--- config.mk ---
export PLATFORM = sky130hd
export DESIGN_NAME = u2_ctrl_top
export DESIGN_NICKNAME = d
export VERILOG_FILES = /design/src/design/u2_ctrl_pkg.sv /design/src/design/u2_ctrl_top.sv /design/src/design/readback_mux.sv /design/src/design/ctrl_outputs.sv /design/src/design/setting_bank.sv /design/src/design/setting_decode.sv
export SDC_FILE = /design/constraint.sdc
export NUM_CORES = 1
export LEC_CHECK = 0
export BUFFER_PORTS_ARGS = -buffer_cell sky130_fd_sc_hd__buf_4
export CAP_MARGIN = 10
export CORE_AREA = 2 2 95 97
export CTS_CLUSTER_SIZE = 40
export DETAILED_ROUTE_END_ITERATION = 7
export DIE_AREA = 0 0 97 99
export HOLD_SLACK_MARGIN = 0.03
export PLACE_DENSITY = 0.83
export SLEW_MARGIN = 30
export SYNTH_ARGS = -nofsm -noshare
export SYNTH_HDL_FRONTEND = slang
export SYNTH_HIERARCHICAL = 1
export SYNTH_SLANG_ARGS = --single-unit
--- constraint.sdc ---
create_clock -name dsp_clk -period 3.63 [get_ports dsp_clk]
set_input_delay 0.363 -clock dsp_clk [delete_from_list [all_inputs] [get_ports dsp_clk]]
set_output_delay 0.363 -clock dsp_clk [all_outputs]
set_load 0.005 [all_outputs]
--- src/design/u2_ctrl_pkg.sv ---
////////////////////
// Radio core control plane shared types
// Settings bus, register map, pin groups and readback request
////////////////////

package u2_ctrl_pkg;

   ////////////////////
   // Widths
   localparam int SET_ADDR_W = 8;
   localparam int SET_DATA_W = 32;
   localparam int RB_ADDR_W  = 4;
   localparam int RAM_ADDR_W = 20;
   localparam int LED_W      = 8;
   localparam int LOC_ADR_W  = 16;

   ////////////////////
   // Register map
   // Address 5 and 9 and up are not decoded
   typedef enum logic [SET_ADDR_W-1:0] {
      SR_CLK     = 8'd0,
      SR_SER     = 8'd1,
      SR_ADC     = 8'd2,
      SR_LED     = 8'd3,
      SR_PHY     = 8'd4,
      SR_PAGE    = 8'd6,
      SR_ICACHE  = 8'd7,
      SR_LED_SRC = 8'd8
   } setting_addr_e;

   // Raw write as it arrives on the settings bus
   typedef struct packed {
      logic                  stb;
      logic [SET_ADDR_W-1:0] addr;
      logic [SET_DATA_W-1:0] data;
   } set_bus_t;

   // Write after address decode
   typedef struct packed {
      logic                  we;
      setting_addr_e         sel;
      logic [SET_DATA_W-1:0] data;
   } setting_wr_t;

   ////////////////////
   // Board pin groups, MSB first as packed in the data word
   typedef struct packed {
      logic       clock_ready;
      logic [1:0] clk_en;
      logic [1:0] clk_sel;
   } clk_ctrl_t;

   typedef struct packed {
      logic ser_enable;
      logic ser_prbsen;
      logic ser_loopen;
      logic ser_rx_en;
   } ser_ctrl_t;

   typedef struct packed {
      logic adc_oe_a;
      logic adc_on_a;
      logic adc_oe_b;
      logic adc_on_b;
   } adc_ctrl_t;

   // Everything the bank holds
   typedef struct packed {
      clk_ctrl_t             clk;
      ser_ctrl_t             ser;
      adc_ctrl_t             adc;
      logic [LED_W-1:0]      led_sw;
      logic                  phy_reset;
      logic [RAM_ADDR_W-1:0] page;
      logic [LED_W-1:0]      led_src;
   } setting_regs_t;

   typedef struct packed {
      logic                 stb;
      logic [RB_ADDR_W-1:0] addr;
   } rd_req_t;

endpackage
--- src/design/u2_ctrl_top.sv ---
////////////////////
// Radio core control plane
// Settings bus decode, register bank, board pins and readback
////////////////////

`timescale 1ns/10ps

module u2_ctrl_top #(
   parameter int PAGE_BITS = 10
) (
   input  logic                                dsp_clk,
   input  logic                                rst_n_i,

   // Settings bus and readback request
   input  u2_ctrl_pkg::set_bus_t               set_bus_i,
   input  u2_ctrl_pkg::rd_req_t                rd_req_i,

   // Status and local bus inputs
   input  logic                                clk_status_i,
   input  logic                                serdes_link_up_i,
   input  logic [u2_ctrl_pkg::LOC_ADR_W-1:0]   ram_local_adr_i,
   input  logic                                sim_mode_i,
   input  logic [3:0]                          clock_divider_i,

   // Board pins
   output u2_ctrl_pkg::clk_ctrl_t              clk_ctrl_o,
   output u2_ctrl_pkg::ser_ctrl_t              ser_ctrl_o,
   output u2_ctrl_pkg::adc_ctrl_t              adc_ctrl_o,
   output logic                                phy_reset_n_o,
   output logic [u2_ctrl_pkg::LED_W-1:0]       leds_o,
   output logic [u2_ctrl_pkg::RAM_ADDR_W-1:0]  ram_adr_o,

   // Cache flush and readback
   output logic                                flush_icache_o,
   output logic [u2_ctrl_pkg::SET_DATA_W-1:0]  rd_data_o,
   output logic                                rd_ack_o
);

   u2_ctrl_pkg::setting_wr_t   wr;
   u2_ctrl_pkg::setting_regs_t regs;

   ////////////////////
   // Write path, strobe to pins in two edges
   setting_decode i_setting_decode (
      .dsp_clk   (dsp_clk),
      .rst_n_i   (rst_n_i),
      .set_bus_i (set_bus_i),
      .wr_o      (wr)
   );

   setting_bank i_setting_bank (
      .dsp_clk        (dsp_clk),
      .rst_n_i        (rst_n_i),
      .wr_i           (wr),
      .regs_o         (regs),
      .flush_icache_o (flush_icache_o)
   );

   ctrl_outputs #(
      .PAGE_BITS (PAGE_BITS)
   ) i_ctrl_outputs (
      .regs_i           (regs),
      .clk_status_i     (clk_status_i),
      .serdes_link_up_i (serdes_link_up_i),
      .ram_local_adr_i  (ram_local_adr_i),
      .clk_ctrl_o       (clk_ctrl_o),
      .ser_ctrl_o       (ser_ctrl_o),
      .adc_ctrl_o       (adc_ctrl_o),
      .phy_reset_n_o    (phy_reset_n_o),
      .leds_o           (leds_o),
      .ram_adr_o        (ram_adr_o)
   );

   ////////////////////
   // Readback path
   readback_mux i_readback_mux (
      .dsp_clk         (dsp_clk),
      .rst_n_i         (rst_n_i),
      .rd_req_i        (rd_req_i),
      .regs_i          (regs),
      .sim_mode_i      (sim_mode_i),
      .clock_divider_i (clock_divider_i),
      .rd_data_o       (rd_data_o),
      .rd_ack_o        (rd_ack_o)
   );

endmodule

--- src/design/readback_mux.sv ---
////////////////////
// Settings readback
// Registered word select with a one cycle acknowledge
////////////////////

`timescale 1ns/10ps

module readback_mux (
   input  logic                                dsp_clk,
   input  logic                                rst_n_i,
   input  u2_ctrl_pkg::rd_req_t                rd_req_i,
   input  u2_ctrl_pkg::setting_regs_t          regs_i,
   input  logic                                sim_mode_i,
   input  logic [3:0]                          clock_divider_i,
   output logic [u2_ctrl_pkg::SET_DATA_W-1:0]  rd_data_o,
   output logic                                rd_ack_o
);

   localparam int DATA_W = u2_ctrl_pkg::SET_DATA_W;

   logic [DATA_W-1:0] word;
   logic [DATA_W-1:0] data_q;
   logic              ack_q;

   // Word map, indices 0..8 follow the settings addresses
   always_comb begin
      word = '0;
      case (rd_req_i.addr)
         4'd0: word[$bits(regs_i.clk)-1:0]     = regs_i.clk;
         4'd1: word[$bits(regs_i.ser)-1:0]     = regs_i.ser;
         4'd2: word[$bits(regs_i.adc)-1:0]     = regs_i.adc;
         4'd3: word[$bits(regs_i.led_sw)-1:0]  = regs_i.led_sw;
         4'd4: word[0]                         = regs_i.phy_reset;
         4'd6: word[$bits(regs_i.page)-1:0]    = regs_i.page;
         4'd8: word[$bits(regs_i.led_src)-1:0] = regs_i.led_src;
         // Mode word
         4'd9: word = {sim_mode_i, {(DATA_W-5){1'b0}}, clock_divider_i};
         default: word = '0;
      endcase
   end

   always_ff @(posedge dsp_clk) begin
      if (!rst_n_i) begin
         ack_q  <= 1'b0;
         data_q <= '0;
      end else begin
         ack_q <= rd_req_i.stb;
         // Data holds between requests
         if (rd_req_i.stb) begin
            data_q <= word;
         end
      end
   end

   assign rd_ack_o  = ack_q;
   assign rd_data_o = data_q;

endmodule

--- src/design/ctrl_outputs.sv ---
////////////////////
// Board control pins
// Drives pins, LED mux and paged RAM address from the settings
////////////////////

`timescale 1ns/10ps

module ctrl_outputs #(
   parameter int PAGE_BITS = 10
) (
   input  u2_ctrl_pkg::setting_regs_t             regs_i,
   input  logic                                   clk_status_i,
   input  logic                                   serdes_link_up_i,
   input  logic [u2_ctrl_pkg::LOC_ADR_W-1:0]      ram_local_adr_i,
   output u2_ctrl_pkg::clk_ctrl_t                 clk_ctrl_o,
   output u2_ctrl_pkg::ser_ctrl_t                 ser_ctrl_o,
   output u2_ctrl_pkg::adc_ctrl_t                 adc_ctrl_o,
   output logic                                   phy_reset_n_o,
   output logic [u2_ctrl_pkg::LED_W-1:0]          leds_o,
   output logic [u2_ctrl_pkg::RAM_ADDR_W-1:0]     ram_adr_o
);

   localparam int RAM_W = u2_ctrl_pkg::RAM_ADDR_W;
   localparam int LED_W = u2_ctrl_pkg::LED_W;

   logic [LED_W-1:0] led_hw;

   ////////////////////
   // Direct pin groups
   assign clk_ctrl_o = regs_i.clk;
   assign ser_ctrl_o = regs_i.ser;
   assign adc_ctrl_o = regs_i.adc;

   // Stored bit is the reset request, pin is active low
   assign phy_reset_n_o = ~regs_i.phy_reset;

   ////////////////////
   // LEDs
   // Hardware status word, clock status above link up
   assign led_hw = {{(LED_W-2){1'b0}}, clk_status_i, serdes_link_up_i};

   // Per bit choice, 1 = hardware, 0 = software
   always_comb begin
      for (int i = 0; i < LED_W; i++) begin
         leds_o[i] = regs_i.led_src[i] ? led_hw[i] : regs_i.led_sw[i];
      end
   end

   ////////////////////
   // External RAM address
   // Page register supplies the upper bits, local bus the offset
   assign ram_adr_o = {regs_i.page[RAM_W-1:PAGE_BITS], ram_local_adr_i[PAGE_BITS-1:0]};

endmodule

--- src/design/setting_bank.sv ---
////////////////////
// Setting register bank
// Stores decoded writes and pulses the cache flush
////////////////////

`timescale 1ns/10ps

module setting_bank (
   input  logic                       dsp_clk,
   input  logic                       rst_n_i,
   input  u2_ctrl_pkg::setting_wr_t   wr_i,
   output u2_ctrl_pkg::setting_regs_t regs_o,
   output logic                       flush_icache_o
);

   u2_ctrl_pkg::setting_regs_t regs_q;
   logic                       flush_q;

   ////////////////////
   // Register writes
   // Each field takes the low bits of the data word
   always_ff @(posedge dsp_clk) begin
      if (!rst_n_i) begin
         regs_q <= '0;
      end else if (wr_i.we) begin
         case (wr_i.sel)
            u2_ctrl_pkg::SR_CLK: begin
               regs_q.clk <= wr_i.data[$bits(regs_q.clk)-1:0];
            end
            u2_ctrl_pkg::SR_SER: begin
               regs_q.ser <= wr_i.data[$bits(regs_q.ser)-1:0];
            end
            u2_ctrl_pkg::SR_ADC: begin
               regs_q.adc <= wr_i.data[$bits(regs_q.adc)-1:0];
            end
            u2_ctrl_pkg::SR_LED: begin
               regs_q.led_sw <= wr_i.data[$bits(regs_q.led_sw)-1:0];
            end
            u2_ctrl_pkg::SR_PHY: begin
               regs_q.phy_reset <= wr_i.data[0];
            end
            u2_ctrl_pkg::SR_PAGE: begin
               regs_q.page <= wr_i.data[$bits(regs_q.page)-1:0];
            end
            u2_ctrl_pkg::SR_LED_SRC: begin
               regs_q.led_src <= wr_i.data[$bits(regs_q.led_src)-1:0];
            end
            // SR_ICACHE keeps nothing, it only fires the flush
            default: begin
               regs_q <= regs_q;
            end
         endcase
      end
   end

   ////////////////////
   // Cache flush
   // One cycle high per SR_ICACHE write, back to back writes give
   // back to back pulses
   always_ff @(posedge dsp_clk) begin
      if (!rst_n_i) begin
         flush_q <= 1'b0;
      end else begin
         flush_q <= wr_i.we && (wr_i.sel == u2_ctrl_pkg::SR_ICACHE);
      end
   end

   assign regs_o         = regs_q;
   assign flush_icache_o = flush_q;

endmodule

--- src/design/setting_decode.sv ---
////////////////////
// Settings write decode
// Registers the strobe and matches the address to the map
////////////////////

`timescale 1ns/10ps

module setting_decode (
   input  logic                     dsp_clk,
   input  logic                     rst_n_i,
   input  u2_ctrl_pkg::set_bus_t    set_bus_i,
   output u2_ctrl_pkg::setting_wr_t wr_o
);

   logic                                mapped;
   u2_ctrl_pkg::setting_addr_e          sel_d;
   logic                                we_q;
   u2_ctrl_pkg::setting_addr_e          sel_q;
   logic [u2_ctrl_pkg::SET_DATA_W-1:0]  data_q;

   // Address match, unmapped addresses fall through to default
   always_comb begin
      mapped = 1'b1;
      sel_d  = u2_ctrl_pkg::SR_CLK;
      case (set_bus_i.addr)
         u2_ctrl_pkg::SR_CLK:     sel_d = u2_ctrl_pkg::SR_CLK;
         u2_ctrl_pkg::SR_SER:     sel_d = u2_ctrl_pkg::SR_SER;
         u2_ctrl_pkg::SR_ADC:     sel_d = u2_ctrl_pkg::SR_ADC;
         u2_ctrl_pkg::SR_LED:     sel_d = u2_ctrl_pkg::SR_LED;
         u2_ctrl_pkg::SR_PHY:     sel_d = u2_ctrl_pkg::SR_PHY;
         u2_ctrl_pkg::SR_PAGE:    sel_d = u2_ctrl_pkg::SR_PAGE;
         u2_ctrl_pkg::SR_ICACHE:  sel_d = u2_ctrl_pkg::SR_ICACHE;
         u2_ctrl_pkg::SR_LED_SRC: sel_d = u2_ctrl_pkg::SR_LED_SRC;
         default:                 mapped = 1'b0;
      endcase
   end

   always_ff @(posedge dsp_clk) begin
      if (!rst_n_i) begin
         we_q <= 1'b0;
      end else begin
         we_q <= set_bus_i.stb & mapped;
      end
   end

   // Select and data only matter while we_q is high
   always_ff @(posedge dsp_clk) begin
      sel_q  <= sel_d;
      data_q <= set_bus_i.data;
   end

   assign wr_o = '{we: we_q, sel: sel_q, data: data_q};

endmodule

---- Word level (Yosys, flattened, before mapping) ----
Cells that the tools add are included.
cells by class
  eq/ne operators ......................... 21
  multiplexer cells ....................... 16
  bitwise gates (word level) .............. 2
  reductions and logical operators ........ 12
operator list
  cell                count
  $pmux 4 s7          1
  $eq 8x3->1 const B  3
  $mux 12             2
  $pmux 3 s7          1
  $eq 4x3->1 const B  5
  $eq 4x2->1 const B  4
  $eq 8x2->1 const B  2
  $logic_not 8->1     2
  $reduce_and 2->1    7
  $eq 4x4->1 const B  3
  $mux 1              9
  $pmux 3 s3          1
  $eq 4x1->1 const B  2
  $eq 8x1->1 const B  1
  $eq 8x4->1 const B  1
  $pmux 1 s8          1
  $reduce_or 8->1     1
  $logic_not 4->1     1
  $pmux 1 s4          1
  $and 1x1->1         1
  $logic_and 1x1->1   1
  $not 1->1           1
storage, ports and cells
  register bits ........................... 109
  bits of input ports ..................... 71
  output and inout bits ................... 76
  word-level logic and storage cells ...... 72

---- Depth between registers and ports, before layout ----
  depth in word-level cells ............... 4
  gate-level depth with buffers ........... 6
  gate-level depth less buffers ........... 4

---- Cells and area by module ----
The synthesis kept the hierarchy.
modules (own cells, without submodules)
  module          times used  cells an instance  area each (um2)  sequential area each (um2)
  setting_bank    1           199                1989.4           1021.0
  readback_mux    1           177                1378.8           440.4
  setting_decode  1           56                 872.1            740.7
  ctrl_outputs    1           42                 319.1            0.0

---- Worst setup path before layout ----
No wires, ideal clock.
  kind .................................... input to register
  from .................................... in rd_req_i[2] (netlist bit)
  to ...................................... reg i_readback_mux.data_q[7], in the netlist i_readback_mux/rd_data_o[7]
  setup time .............................. 0.136 ns
  arrival ................................. 1.278 ns
  data required time ...................... 3.494 ns
  setup slack ............................. 2.216 ns
  stages .................................. 6
  path buffers ............................ 2
  cell sequence ........................... buf_4 nor4bb_1 buf_2 a221o_1 a21oi_1 nor3_1
on the way
  cells in the longest elaborated chain, start to end .. 2
  elaborated cells on any way between the ends .. 4
  classes of those cells .................. eq/ne (3); mux (1)
ends and longest elaborated chain
  what                                line                RTL
  from (decl)                         u2_ctrl_top.sv:16   input u2_ctrl_pkg::rd_req_t rd_req_i,
  $eq 4x4->1 (tied with other cells)  readback_mux.sv:28  case (rd_req_i.addr)
  $pmux 3 s3 (*)                      readback_mux.sv:28
  to (signal assigned)                readback_mux.sv:50  data_q <= word;
  to (decl)                           readback_mux.sv:22  logic [DATA_W-1:0] data_q;
Mark *: on every way between the ends. The rest lies on a longest branch, timed or not.
A chain may end at the register's enable or synchronous reset.

---- Final worst setup path ----
  from .................................... reg i_setting_decode.sel_q[0]
  to ...................................... reg i_setting_bank.regs_q, in the netlist i_setting_bank/regs_o[5]
on the way
  cells in the longest elaborated chain, start to end .. 2
ends and longest elaborated chain
  what                               line                  RTL
  from (decl)                        setting_decode.sv:18  u2_ctrl_pkg::setting_addr_e sel_q;
  from (signal assigned)             setting_decode.sv:48  sel_q <= sel_d;
  $eq 4x4->1                         setting_bank.sv:26    case (wr_i.sel)
  $reduce_and 2->1 (no source line)  --
  to (signal assigned)               setting_bank.sv:50    regs_q <= regs_q;
  to (decl)                          setting_bank.sv:16    u2_ctrl_pkg::setting_regs_t regs_q;
Every way passes these cells.

==> reports/metrics.yaml <==
final_layout:
  num-fill-cells: 727
  final_cells: 621
  area.growth.synth_to_final_pct: 13.8
  drive_gt1_share_pct: 24.6
  final_cell_mix: "98 x dfxtp_1, 98 x buf_4, 91 x nand2_1"
  layout.nets: 580
  antenna_cells: 0
power_and_ir_drop:
  p_clk_share_pct: 34.3
  ir_drop_mv: 0.229
  p_seq_share_pct: 59.0
  p_leak_nw: 2.13
  p_int_w: 0.00140
  power.density_nw_per_um2: 377
  p_comb_share_pct: 6.7
  swShare_pct: 24.8
  p_sw_w: 0.000460
clocking:
  clkLatencyLatePin_ns: 0.36
  cts_hold_buf: 0
  cts_root_buf: "clkbuf_8"
  clk_pin_slew_ns: 0.10
  post_cts_buffers: 0
  cts_tree: "yes"
  cts_resized: 0
  htree_levels: 3
  clockBufferDepth: 2
  clock_sinks: 98
  numCtsBuffers: 9
sta:
  setup_viol: 0
  maxSlewViolCount: 0
  slew_headroom_pct: 47.7
  grt_setup_unrepaired: "no"
  tightest_slew_ns: 0.783
  hold_viol: 0
  fin_ws_ns: 1.72
  period_share_pct: 52.6
  skew_ns: 0.0121
  fin_setup_tns_ns: 0
  fin_crit_ns: 1.91
  fmax_mhz: 524
die:
  initial_core_util_pct: 50.5
  rows: 34
  die_y_um: 99
  placeableCoreArea_um2: 8550
  die_area_um2: 9600
  die_w_um: 97
  ios: 147
critical_path:
  arrival_ns: 2.19
  critPathKind: "reg2reg"
  worstPathCellList: "nor3b_1, nand4b_1, mux2i_1"
  worstPathMaxFanout: 8
  slowest_stage: "nand4b_1"
  critPathLaunchType: "flip-flop"
  end_kind: "flip-flop"
  required_ns: 3.91
  cpPeakStageDelay_ns: 0.67
  critPathBufInv: 0
  cp_top_family: "simple AND/OR/NAND/NOR gates"
global_route:
  grt-ovfl-total: 0
  grt_max_degree: 79
  grt_pass1_vias: 3093
  antenna_found_initial: 0
  track_usage_pct: 19.8
  grt_pass1_wl_um: 15200
route:
  routed_via_density: 5.31
  first_pass_iters: 4
  postRouteAntennaNets: 0
  avgRoutedWirePerCell_um: 15.4
  wl_um: 9540
  drc: 0
  via_count: 3299
  drtIter0Drc: 163
yosys:
  yosys_warnings: 6
  synthCells: 462
  avgSynthCellArea_um2: 9.35
  synth_area_um2: 4320
placement:
  dp_cells: 606
  dp_slack_ns: 1.73
  place.port_buffers: 97
  dp_hpwl_um: 6660
  routabilityCongestion: 0.816
job:
  max_cap_violations: 0
hold_path:
  hp-class: "in2reg"
run_status:
  status: "finished, final reports clean"
-- routing by layer --
metal  share of wire (%)  routed length [um]  global-route usage (%)
met4                 1.5                 143                    8.13
met5                   0                   0                       0
met3                 5.9                 561                    4.40
met1                  43                4080                    25.9
met2                  50                4750                    31.8
-- sequential cells by signal, summed over array words and instances, names as in the netlist --
register,flops
i_setting_bank/regs_o,50
i_readback_mux/rd_data_o,21
i_setting_decode/data_q,20
i_setting_decode/sel_q,4
i_readback_mux/rd_ack_o,1
i_setting_bank/flush_icache_o,1
i_setting_decode/we_q,1
-- final timing paths --
check / cells after the start / slack, ns / startpoint / endpoint
worst min register to register: 2 / 0.45 / i_setting_decode/data_q[15]$_DFF_P_ / i_setting_bank/regs_o[23]$_SDFFE_PN0P_
worst max-delay path: 3 / 1.72 / i_setting_decode/sel_q[0]$_DFF_P_ / i_setting_bank/regs_o[5]$_SDFFE_PN0P_
worst max register to register: 3 / 1.72 / i_setting_decode/sel_q[0]$_DFF_P_ / i_setting_bank/regs_o[5]$_SDFFE_PN0P_
worst min-delay path: 1 / 0.09 / set_bus_i[9] / i_setting_decode/data_q[9]$_DFF_P_
-- power groups by stage --
| stage | combinational [W] | sequential (W) | clock, W |
|---|---|---|---|
| after global routing | 0.000137 | 0.00110 | 0.000696 |
| after detailed placement | 0.000124 | 0.00112 | 0 |
| final | 0.000125 | 0.00109 | 0.000636 |
| after CTS | 0.000124 | 0.00109 | 0.000650 |
| after floorplan | 0.0000898 | 0.00112 | 0 |
| after global placement | 0.000120 | 0.00112 | 0 |
-- final cells by class --
class / count / area, um^2 / area share [%]
sequential: 98 / 1960 / 39.9
multi-input combinational: 295 / 1870 / 38.1
timing repair buffer: 99 / 747 / 15.2
tap: 108 / 135 / 2.75
clock buffer: 9 / 124 / 2.52
clock inverter: 6 / 51.3 / 1.04
inverter: 6 / 22.5 / 0.458
-- per-stage QoR --
step                util [%]  hold slack, ns  cell area, um^2  total power (W)
floorplan                  -           0.391             4370          0.00121
global placement        55.3           0.428             4730          0.00124
detailed placement      55.4           0.434             4740          0.00124
CTS                     57.5          0.0785             4920          0.00187
global route            57.5          0.0684             4920          0.00193
finish                  57.5          0.0947             4920          0.00186
Power figures use the tool's default switching activity.
